--- config.mk ---
export PLATFORM = sky130hd
export DESIGN_NAME = wb_icap_top
export DESIGN_NICKNAME = d
export VERILOG_FILES = /design/src/verilog/icap_pkg.sv /design/src/verilog/wb_icap_front.sv /design/src/verilog/icap_sequencer.sv /design/src/verilog/icap_port.sv /design/src/verilog/wb_icap_top.sv
export SDC_FILE = /design/constraint.sdc
export NUM_CORES = 1
export LEC_CHECK = 0
export BUFFER_PORTS_ARGS = -buffer_cell sky130_fd_sc_hd__buf_2
export CORE_UTILIZATION = 40
export CTS_CLUSTER_SIZE = 20
export DETAILED_ROUTE_END_ITERATION = 6
export PLACE_DENSITY_LB_ADDON = 0.15
export SYNTH_ARGS = -nofsm -noshare
export SYNTH_HDL_FRONTEND = slang
export SYNTH_SLANG_ARGS = --single-unit
--- constraint.sdc ---
create_clock -name i_clk -period 3.2 [get_ports i_clk]
set_input_delay 0.64 -clock i_clk [delete_from_list [all_inputs] [get_ports i_clk]]
set_output_delay 0.64 -clock i_clk [all_outputs]
set_load 0.005 [all_outputs]
--- src/verilog/icap_pkg.sv ---
// Configuration port bus slave, shared definitions
// Word constants of the port sequence, vector types,
// sequencer state encoding and the request/drive bundles

package icap_pkg;

	////////////////////
	// Slow clock divide
	////////////////////

	// Log2 of the bus-to-port clock ratio, at least 2
	localparam int LGDIV = 3;

	// Divider counts that set ready and step one cycle later
	localparam logic [LGDIV-1:0] READY_SET_CNT = LGDIV'((1 << LGDIV) - 3);
	localparam logic [LGDIV-1:0] STEP_SET_CNT  = LGDIV'((1 << LGDIV) - 2);

	////////////////////
	// Port words
	////////////////////

	localparam logic [31:0] NOOP_WORD          = 32'h2000_0000;
	localparam logic [31:0] SYNC_WORD          = 32'hAA99_5566;
	localparam logic [31:0] DUMMY_WORD         = 32'hFFFF_FFFF;
	// Type 1 write of one word to the command register
	localparam logic [31:0] CMD_REG_WRITE_WORD = 32'h3000_8001;
	localparam logic [31:0] DESYNC_CMD_WORD    = 32'h0000_000D;

	// Header opcode byte, bits 31..24
	localparam logic [7:0] RD_OPCODE = 8'h28;
	localparam logic [7:0] WR_OPCODE = 8'h30;

	typedef logic [31:0] cfg_word_t;
	typedef logic [4:0]  cfg_addr_t;

	// Reference numbering, one state per slow-clock step
	typedef enum logic [4:0] {
		IDLE, START, ACTIVATE, SYNC, SYNC_NOOP1, SYNC_NOOP2,
		RD_CMD, RD_NOOP1, RD_NOOP2, RD_IDLE,
		RD_WAIT1, RD_WAIT2, RD_WAIT3, RD_WAIT4, RD_END,
		WR_CMD, WR_DATA,
		DS_NOOP1, DS_NOOP2, DS_CMD_HDR, DS_CMD, DS_NOOP3, DS_NOOP4,
		END
	} seq_state_t;

	// Captured bus request
	typedef struct packed {
		logic      we;
		cfg_addr_t addr;
		cfg_word_t data;
	} cfg_req_t;

	// Port pin values, word still in bus bit order
	typedef struct packed {
		logic      cs_n;
		logic      rdwrn;
		cfg_word_t word;
	} cfg_drive_t;

endpackage

--- src/verilog/wb_icap_front.sv ---
// Bus side of the configuration port slave
// Registered stall, request hand-off to the sequencer,
// outstanding-request tracking, ack and read data return

`timescale 1ns/1ps

module wb_icap_front (
	input  logic                 i_clk,
	input  logic                 i_arst_n,
	// Bus
	input  logic                 i_wb_cyc,
	input  logic                 i_wb_stb,
	input  logic                 i_wb_we,
	input  icap_pkg::cfg_addr_t  i_wb_addr,
	input  icap_pkg::cfg_word_t  i_wb_data,
	output logic                 o_wb_stall,
	output logic                 o_wb_ack,
	output icap_pkg::cfg_word_t  o_wb_data,
	// Divider and sequencer
	input  logic                 i_ready,
	input  logic                 i_seq_idle,
	input  logic                 i_done,
	input  icap_pkg::cfg_word_t  i_rd_word,
	output logic                 o_req_valid,
	output icap_pkg::cfg_req_t   o_req
);

	// Accepted request still waiting for its ack
	logic pending;

	// Accept strobe, lines up with a step in IDLE
	assign o_req_valid = i_wb_stb && !o_wb_stall;
	assign o_req = '{we: i_wb_we, addr: i_wb_addr, data: i_wb_data};

	////////////////////
	// Stall
	////////////////////

	// Ready leads step by one cycle
	// so stall opens only in the step cycle
	always_ff @(posedge i_clk or negedge i_arst_n) begin
		if (!i_arst_n) begin
			o_wb_stall <= 1'b1;
		end else begin
			o_wb_stall <= !(i_seq_idle && i_ready);
		end
	end

	////////////////////
	// Outstanding flag and ack
	////////////////////

	always_ff @(posedge i_clk or negedge i_arst_n) begin
		if (!i_arst_n) begin
			pending  <= 1'b0;
			o_wb_ack <= 1'b0;
		end else begin
			// Abandoned cycle loses its ack
			o_wb_ack <= i_done && pending && i_wb_cyc;
			if (o_req_valid) begin
				pending <= 1'b1;
			end else if (i_done) begin
				pending <= 1'b0;
			end else begin
				pending <= pending && i_wb_cyc;
			end
		end
	end

	// Read word, valid alongside ack
	always_ff @(posedge i_clk) begin
		if (i_done) begin
			o_wb_data <= i_rd_word;
		end
	end

	// Done arrives once per request, never back to back
	a_ack_single: assert property (@(posedge i_clk) disable iff (!i_arst_n)
		o_wb_ack |=> !o_wb_ack);

endmodule

--- src/verilog/icap_sequencer.sv ---
// Configuration port word sequencer
// Walks sync, register read or write, then desync,
// one state per slow-clock step, and flags completion

`timescale 1ns/1ps

module icap_sequencer (
	input  logic                 i_clk,
	input  logic                 i_arst_n,
	input  logic                 i_step,
	input  logic                 i_req_valid,
	input  icap_pkg::cfg_req_t   i_req,
	output logic                 o_idle,
	output logic                 o_done,
	output icap_pkg::cfg_drive_t o_drive
);

	icap_pkg::seq_state_t state;
	icap_pkg::cfg_req_t   req_q;

	// Type 1 header, one word to the given register
	function automatic icap_pkg::cfg_word_t hdr_word(
		input logic [7:0]          opcode,
		input icap_pkg::cfg_addr_t addr
	);
		return {opcode, 6'h00, addr, 13'h0001};
	endfunction

	assign o_idle = (state == icap_pkg::IDLE);

	// Read completes at RD_END, write at END
	assign o_done = i_step && ((state == icap_pkg::RD_END) ||
		((state == icap_pkg::END) && req_q.we));

	// Request held for the whole sequence
	always_ff @(posedge i_clk) begin
		if (i_req_valid) begin
			req_q <= i_req;
		end
	end

	////////////////////
	// State and port drive
	////////////////////

	always_ff @(posedge i_clk or negedge i_arst_n) begin
		if (!i_arst_n) begin
			state         <= icap_pkg::IDLE;
			o_drive.cs_n  <= 1'b1;
			o_drive.rdwrn <= 1'b1;
			o_drive.word  <= icap_pkg::DUMMY_WORD;
		end else if (i_step) begin
			// Most states: next state, selected, NOOP
			state        <= icap_pkg::seq_state_t'(state + 5'd1);
			o_drive.cs_n <= 1'b0;
			o_drive.word <= icap_pkg::NOOP_WORD;
			case (state)
				icap_pkg::IDLE: begin
					o_drive.cs_n  <= 1'b1;
					o_drive.rdwrn <= 1'b1;
					o_drive.word  <= icap_pkg::DUMMY_WORD;
					state <= i_req_valid ? icap_pkg::START : icap_pkg::IDLE;
				end
				icap_pkg::START: begin
					// Dummy word, port still deselected
					o_drive.cs_n <= 1'b1;
					o_drive.word <= icap_pkg::DUMMY_WORD;
				end
				icap_pkg::ACTIVATE: begin
					o_drive.rdwrn <= 1'b0;
				end
				icap_pkg::SYNC: begin
					o_drive.word <= icap_pkg::SYNC_WORD;
				end
				icap_pkg::SYNC_NOOP2: begin
					// End of sync, pick read or write
					state <= req_q.we ? icap_pkg::WR_CMD : icap_pkg::RD_CMD;
				end
				icap_pkg::RD_CMD: begin
					o_drive.word <= hdr_word(icap_pkg::RD_OPCODE, req_q.addr);
				end
				icap_pkg::RD_IDLE: begin
					// Deselect to turn the bus around
					o_drive.cs_n  <= 1'b1;
					o_drive.rdwrn <= 1'b1;
				end
				icap_pkg::RD_WAIT1: begin
					o_drive.rdwrn <= 1'b1;
				end
				icap_pkg::RD_END: begin
					// Read word is on the port now
					o_drive.cs_n  <= 1'b1;
					o_drive.rdwrn <= 1'b1;
					state         <= icap_pkg::DS_NOOP1;
				end
				icap_pkg::WR_CMD: begin
					o_drive.word <= hdr_word(icap_pkg::WR_OPCODE, req_q.addr);
				end
				icap_pkg::WR_DATA: begin
					o_drive.word <= req_q.data;
					state        <= icap_pkg::DS_NOOP1;
				end
				icap_pkg::DS_NOOP1: begin
					// Back to writing for the desync
					o_drive.rdwrn <= 1'b0;
				end
				icap_pkg::DS_CMD_HDR: begin
					o_drive.word <= icap_pkg::CMD_REG_WRITE_WORD;
				end
				icap_pkg::DS_CMD: begin
					o_drive.word <= icap_pkg::DESYNC_CMD_WORD;
				end
				icap_pkg::SYNC_NOOP1, icap_pkg::RD_NOOP1, icap_pkg::RD_NOOP2,
				icap_pkg::RD_WAIT2, icap_pkg::RD_WAIT3, icap_pkg::RD_WAIT4,
				icap_pkg::DS_NOOP2, icap_pkg::DS_NOOP3, icap_pkg::DS_NOOP4: begin
					// Plain NOOP steps
				end
				default: begin
					// END and unused codes
					o_drive.cs_n  <= 1'b1;
					o_drive.rdwrn <= 1'b0;
					o_drive.word  <= icap_pkg::DUMMY_WORD;
					state         <= icap_pkg::IDLE;
				end
			endcase
		end
	end

	// Front stall only opens on a step while idle
	a_req_in_idle: assert property (@(posedge i_clk) disable iff (!i_arst_n)
		i_req_valid |-> (i_step && state == icap_pkg::IDLE));

endmodule

--- src/verilog/icap_port.sv ---
// Configuration port pin side
// Free-running divider for the slow port clock with step and
// ready strobes, and per-byte bit reversal of both data paths

`timescale 1ns/1ps

module icap_port (
	input  logic                 i_clk,
	input  logic                 i_arst_n,
	input  icap_pkg::cfg_drive_t i_drive,
	input  icap_pkg::cfg_word_t  i_cfg_data,
	output logic                 o_step,
	output logic                 o_ready,
	output icap_pkg::cfg_word_t  o_rd_word,
	output logic                 o_cfg_clk,
	output logic                 o_cfg_cs_n,
	output logic                 o_cfg_rdwrn,
	output icap_pkg::cfg_word_t  o_cfg_data
);

	logic [icap_pkg::LGDIV-1:0] div_cnt;

	// Port data is bit reversed within each byte
	function automatic icap_pkg::cfg_word_t swap_bits(input icap_pkg::cfg_word_t w);
		icap_pkg::cfg_word_t r;
		for (int b = 0; b < 4; b++) begin
			for (int k = 0; k < 8; k++) begin
				r[8*b + k] = w[8*b + 7 - k];
			end
		end
		return r;
	endfunction

	////////////////////
	// Slow clock
	////////////////////

	// Step in the last count, sequencer updates on its wrap
	// and the port samples half a slow period later
	always_ff @(posedge i_clk or negedge i_arst_n) begin
		if (!i_arst_n) begin
			div_cnt <= '0;
			o_step  <= 1'b0;
			o_ready <= 1'b0;
		end else begin
			div_cnt <= div_cnt + 1'b1;
			o_step  <= (div_cnt == icap_pkg::STEP_SET_CNT);
			o_ready <= (div_cnt == icap_pkg::READY_SET_CNT);
		end
	end

	assign o_cfg_clk = div_cnt[icap_pkg::LGDIV-1];

	// Pins
	assign o_cfg_cs_n  = i_drive.cs_n;
	assign o_cfg_rdwrn = i_drive.rdwrn;
	assign o_cfg_data  = swap_bits(i_drive.word);
	assign o_rd_word   = swap_bits(i_cfg_data);

	// Ready is one cycle ahead of step, never with it
	a_step_ready_apart: assert property (@(posedge i_clk) disable iff (!i_arst_n)
		!(o_step && o_ready));

endmodule

--- src/verilog/wb_icap_top.sv ---
// Configuration port bus slave, top level
// Bus front, word sequencer and port divider/bit reversal

`timescale 1ns/1ps

module wb_icap_top (
	input  logic                i_clk,
	input  logic                i_arst_n,
	// Bus
	input  logic                i_wb_cyc,
	input  logic                i_wb_stb,
	input  logic                i_wb_we,
	input  icap_pkg::cfg_addr_t i_wb_addr,
	input  icap_pkg::cfg_word_t i_wb_data,
	output logic                o_wb_stall,
	output logic                o_wb_ack,
	output icap_pkg::cfg_word_t o_wb_data,
	// Configuration port pins
	output logic                o_cfg_clk,
	output logic                o_cfg_cs_n,
	output logic                o_cfg_rdwrn,
	output icap_pkg::cfg_word_t o_cfg_data,
	input  icap_pkg::cfg_word_t i_cfg_data
);

	logic                 step;
	logic                 ready;
	logic                 seq_idle;
	logic                 done;
	logic                 req_valid;
	icap_pkg::cfg_req_t   req;
	icap_pkg::cfg_drive_t drive;
	icap_pkg::cfg_word_t  rd_word;

	wb_icap_front u_front (
		.i_clk       (i_clk),
		.i_arst_n    (i_arst_n),
		.i_wb_cyc    (i_wb_cyc),
		.i_wb_stb    (i_wb_stb),
		.i_wb_we     (i_wb_we),
		.i_wb_addr   (i_wb_addr),
		.i_wb_data   (i_wb_data),
		.o_wb_stall  (o_wb_stall),
		.o_wb_ack    (o_wb_ack),
		.o_wb_data   (o_wb_data),
		.i_ready     (ready),
		.i_seq_idle  (seq_idle),
		.i_done      (done),
		.i_rd_word   (rd_word),
		.o_req_valid (req_valid),
		.o_req       (req)
	);

	icap_sequencer u_seq (
		.i_clk       (i_clk),
		.i_arst_n    (i_arst_n),
		.i_step      (step),
		.i_req_valid (req_valid),
		.i_req       (req),
		.o_idle      (seq_idle),
		.o_done      (done),
		.o_drive     (drive)
	);

	icap_port u_port (
		.i_clk       (i_clk),
		.i_arst_n    (i_arst_n),
		.i_drive     (drive),
		.i_cfg_data  (i_cfg_data),
		.o_step      (step),
		.o_ready     (ready),
		.o_rd_word   (rd_word),
		.o_cfg_clk   (o_cfg_clk),
		.o_cfg_cs_n  (o_cfg_cs_n),
		.o_cfg_rdwrn (o_cfg_rdwrn),
		.o_cfg_data  (o_cfg_data)
	);

endmodule

==> metrics.txt <==
# TYPE chip_impl_metric gauge
chip_impl_info{name="run_status",value="finished, violations left"} 1
chip_impl_info{name="failing_checks",value="design-rule violations"} 1
chip_impl_metric{name="route.detailed.drc",unit=""} 4
chip_impl_metric{name="timing.fmax",unit="GHz"} 0.383
chip_impl_metric{name="timing.final.setup_violations",unit=""} 0
chip_impl_metric{name="cts.repair_timing.setup_buffer_count",unit=""} 0
chip_impl_metric{name="antenna_left",unit=""} 0
chip_impl_metric{name="synthArstFlopShare",unit=""} 0.402
chip_impl_metric{name="syn_area_per_cell",unit="um2"} 14.4
chip_impl_metric{name="gp_congestion",unit=""} 0.848
chip_impl_info{name="post_synth_most_frequent_cells",value="70 x sky130_fd_sc_hd__edfxtp_1, 41 x sky130_fd_sc_hd__nor2_1, 36 x sky130_fd_sc_hd__nand2_1, 35 x sky130_fd_sc_hd__dfstp_2"} 1
chip_impl_metric{name="crit_fanout",unit=""} 12
chip_impl_metric{name="avgRoutedWirePerCell",unit="um"} 16.2
chip_impl_metric{name="postSynthCellCount",unit=""} 332
chip_impl_info{name="critical_path_class",value="reg2reg"} 1
chip_impl_metric{name="diodes",unit=""} 0
chip_impl_metric{name="finalClockSkew",unit="ns"} 0.00958
chip_impl_metric{name="die_height",unit="um"} 111
chip_impl_metric{name="post_cts_hold_buffer_count",unit=""} 0
chip_impl_metric{name="cts_max_path_buffers",unit=""} 2
chip_impl_metric{name="die_width",unit="um"} 111
chip_impl_metric{name="core.rowCount",unit=""} 39
chip_impl_info{name="cp-end-kind",value="flip-flop"} 1
chip_impl_metric{name="postLayoutCoreUtil",unit=""} 0.534
chip_impl_metric{name="synth-seq-cells",unit=""} 117
chip_impl_metric{name="final.setup.worst_slack",unit="ns"} 0.592
chip_impl_metric{name="tightest_slew",unit="ns"} 0.806
chip_impl_metric{name="grt-ovfl-total",unit=""} 0
chip_impl_metric{name="drive_gt1_frac",unit=""} 0.502
chip_impl_metric{name="maxCapViolations",unit=""} 0
chip_impl_metric{name="synth.net_count",unit=""} 414
chip_impl_metric{name="dp.final_hpwl",unit="um"} 6930
chip_impl_info{name="timing.hold.worst.class",value="in2async"} 1
chip_impl_metric{name="final.min_clock_period",unit="ns"} 2.61
chip_impl_metric{name="syn-cell-area",unit="mm2"} 0.00479
chip_impl_metric{name="ys_types",unit=""} 54
chip_impl_metric{name="global_route_wire_length_before_repair",unit="um"} 16400
chip_impl_info{name="synth_top_cell_by_area",value="sky130_fd_sc_hd__edfxtp_1"} 1
chip_impl_metric{name="start_util",unit=""} 0.414
chip_impl_info{name="most_used_flip_flop_cell_after_synthesis",value="sky130_fd_sc_hd__edfxtp_1"} 1
chip_impl_metric{name="h-tree-depth",unit=""} 4
chip_impl_metric{name="reg2reg_depth",unit=""} 6
chip_impl_metric{name="gates_resized_cts_repair",unit=""} 0
chip_impl_metric{name="fin_tns_setup",unit="ns"} 0
chip_impl_metric{name="core_area",unit="mm2"} 0.0116
chip_impl_info{name="rsz0062_at_grt",value="no"} 1
chip_impl_metric{name="routed_wl",unit="um"} 10300
chip_impl_metric{name="critical_path_required",unit="ns"} 3.50
chip_impl_metric{name="layout_worst_path_cycle_share",unit=""} 0.815
chip_impl_info{name="cts-root-buf",value="sky130_fd_sc_hd__clkbuf_16"} 1
chip_impl_metric{name="ir_drop",unit="mV"} 0.437
chip_impl_metric{name="seq_area_frac_synth",unit=""} 0.694
chip_impl_metric{name="detail_route.iter0.violations",unit=""} 153
chip_impl_metric{name="path_clk_slew",unit="ns"} 0.05
chip_impl_info{name="synth_top_cells_by_area",value="sky130_fd_sc_hd__edfxtp_1 44%, sky130_fd_sc_hd__dfstp_2 19%, sky130_fd_sc_hd__dfrtp_1 6.3%"} 1
chip_impl_metric{name="layout.nets",unit=""} 563
chip_impl_metric{name="area_growth_syn_to_layout",unit="%"} 29.0
chip_impl_metric{name="first_global_vias",unit=""} 3122
chip_impl_metric{name="antenna_found_initial",unit=""} 0
chip_impl_metric{name="vias",unit=""} 3138
chip_impl_metric{name="static-leakage-power",unit="nW"} 2.51
chip_impl_info{name="cts_tree",value="done"} 1
chip_impl_metric{name="r2r_slack",unit="ns"} 0.59
chip_impl_metric{name="numCtsBuffers",unit=""} 17
chip_impl_info{name="critPathLaunchType",value="flip-flop"} 1
chip_impl_metric{name="pin_count",unit=""} 143
chip_impl_metric{name="synth_enable_flop_cells",unit=""} 70
chip_impl_metric{name="cts_sinks",unit=""} 117
chip_impl_metric{name="die_area",unit="mm2"} 0.0124
chip_impl_metric{name="synth-warning-count",unit=""} 0
chip_impl_info{name="synth_most_common_cell",value="sky130_fd_sc_hd__edfxtp_1"} 1
chip_impl_metric{name="worst_slew_margin_rel",unit=""} 0.463
chip_impl_metric{name="clk_latency",unit="ns"} 0.41
chip_impl_metric{name="gr-usage-all-layers",unit=""} 0.178
chip_impl_metric{name="critical_path_arrival",unit="ns"} 2.91
chip_impl_metric{name="via_per_inst",unit=""} 4.93
chip_impl_metric{name="pre_cts_setup_slack",unit="ns"} 0.652
chip_impl_metric{name="pwr_density",unit="mW/mm2"} 556
chip_impl_metric{name="yosysTopAreaCellShare",unit=""} 0.439
chip_impl_metric{name="drt_first_pass_iters",unit=""} 6
chip_impl_metric{name="grt_start_max_net_pins",unit=""} 35
chip_impl_metric{name="timing_hold_violations_final",unit=""} 0
chip_impl_metric{name="port-buffer-count",unit=""} 142
chip_impl_metric{name="final-max-slew-violation-count",unit=""} 0
## cells by family (layout without fill, tap and decap cells)
family                     Yosys count  after routing  synth area share
and+or+nand+nor                    101            101            0.0983
muxes                                4              4           0.00993
xor gates and xnor gates             1              1           0.00183
DFF                                117            117             0.694
AOI/OAI and AO/OA                   74             74             0.143
adders and majority gates            8              8            0.0209
buffers and inverters               27            189            0.0324
## cells in the final DEF (no fill, tap or decap), types with 3 or more instances in the layout
cell                        count
sky130_fd_sc_hd__a21oi_1       12
sky130_fd_sc_hd__a21oi_4       11
sky130_fd_sc_hd__edfxtp_1      70
sky130_fd_sc_hd__nand2b_1       3
sky130_fd_sc_hd__and3_1         6
sky130_fd_sc_hd__a22oi_1        5
sky130_fd_sc_hd__nand2_1       36
sky130_fd_sc_hd__a21oi_2       10
sky130_fd_sc_hd__dfrtp_1       12
sky130_fd_sc_hd__clkbuf_16     17
sky130_fd_sc_hd__inv_1          7
sky130_fd_sc_hd__a211oi_1       3
sky130_fd_sc_hd__clkbuf_8       4
sky130_fd_sc_hd__ha_1           8
sky130_fd_sc_hd__dfstp_2       35
sky130_fd_sc_hd__o21bai_1       3
sky130_fd_sc_hd__and2_1         3
sky130_fd_sc_hd__buf_2        142
sky130_fd_sc_hd__nor2_1        41
sky130_fd_sc_hd__o21ai_0        7
sky130_fd_sc_hd__buf_4          7
sky130_fd_sc_hd__clkinv_2       7
sky130_fd_sc_hd__nand3_1        3
## critical path, stage by stage, from the launching register on
cell	delay, ns
sky130_fd_sc_hd__dfrtp_1	0.60
sky130_fd_sc_hd__clkinv_1	0.37
sky130_fd_sc_hd__ha_1	0.36
sky130_fd_sc_hd__a31o_2	0.32
sky130_fd_sc_hd__nor4b_4	0.44
sky130_fd_sc_hd__o21ai_0	0.17
sky130_fd_sc_hd__a22o_1	0.24
## path summary, 6_finish.rpt
kind                                startpoint                 end
worst max-delay path            u_seq.state[4]      u_seq.state[3]
worst min-delay path                  i_arst_n   u_port.div_cnt[0]
worst max register to register  u_seq.state[4]      u_seq.state[3]
worst min register to register  u_port.o_ready  u_front.o_wb_stall
max in group asynchronous             i_arst_n    u_seq.o_drive[8]
min in group i_clk              u_port.o_ready  u_front.o_wb_stall
## metrics by stage
step	hold slack [ns]	total power, W	cell area [um2]	cells
after floorplan	0.344	0.00163	4790	332
after global placement	0.359	0.00169	5610	605
after detailed placement	0.368	0.00169	5610	605
after CTS	0.324	0.00348	6180	637
after global routing	0.363	0.00356	6180	637
final	0.311	0.00343	6180	637
## routing by layer
metal,up-vias,GRT usage,part of all wire
met4,0,0.0748,0.016
met1,1535,0.217,0.43
met2,89,0.288,0.51
li1,1501,-,-
met5,-,0,0
met3,13,0.0631,0.048
## registers in the layout (all words and copies together) (netlist names)
signal,count
u_port.div_cnt,3
u_port.o_step,1
u_seq.state,5
u_front.pending,1
u_front.o_wb_stall,1
u_front.o_wb_ack,1
u_port.o_ready,1
u_front.o_wb_data,32
u_seq.req_q,38
u_seq.o_drive,34
## area by class of cell
| type | count | area, um2 |
|---|---|---|
| Fill cell | 992 | 5390 |
| Sequential cell | 117 | 3320 |
| Multi-Input combinational cell | 188 | 1320 |
| Timing Repair Buffer | 149 | 763 |
| Clock buffer | 22 | 484 |
| Tap cell | 143 | 179 |
| Clock inverter | 10 | 80.1 |
| Inverter | 8 | 30.0 |
## report_power, final
group                      switching, W  internal, W
Clock                          0.000633      0.00114
Combinational                 0.0000239    0.0000318
Sequential     0.0000000000000000000220      0.00161
(Power assumes the default switching activity.)
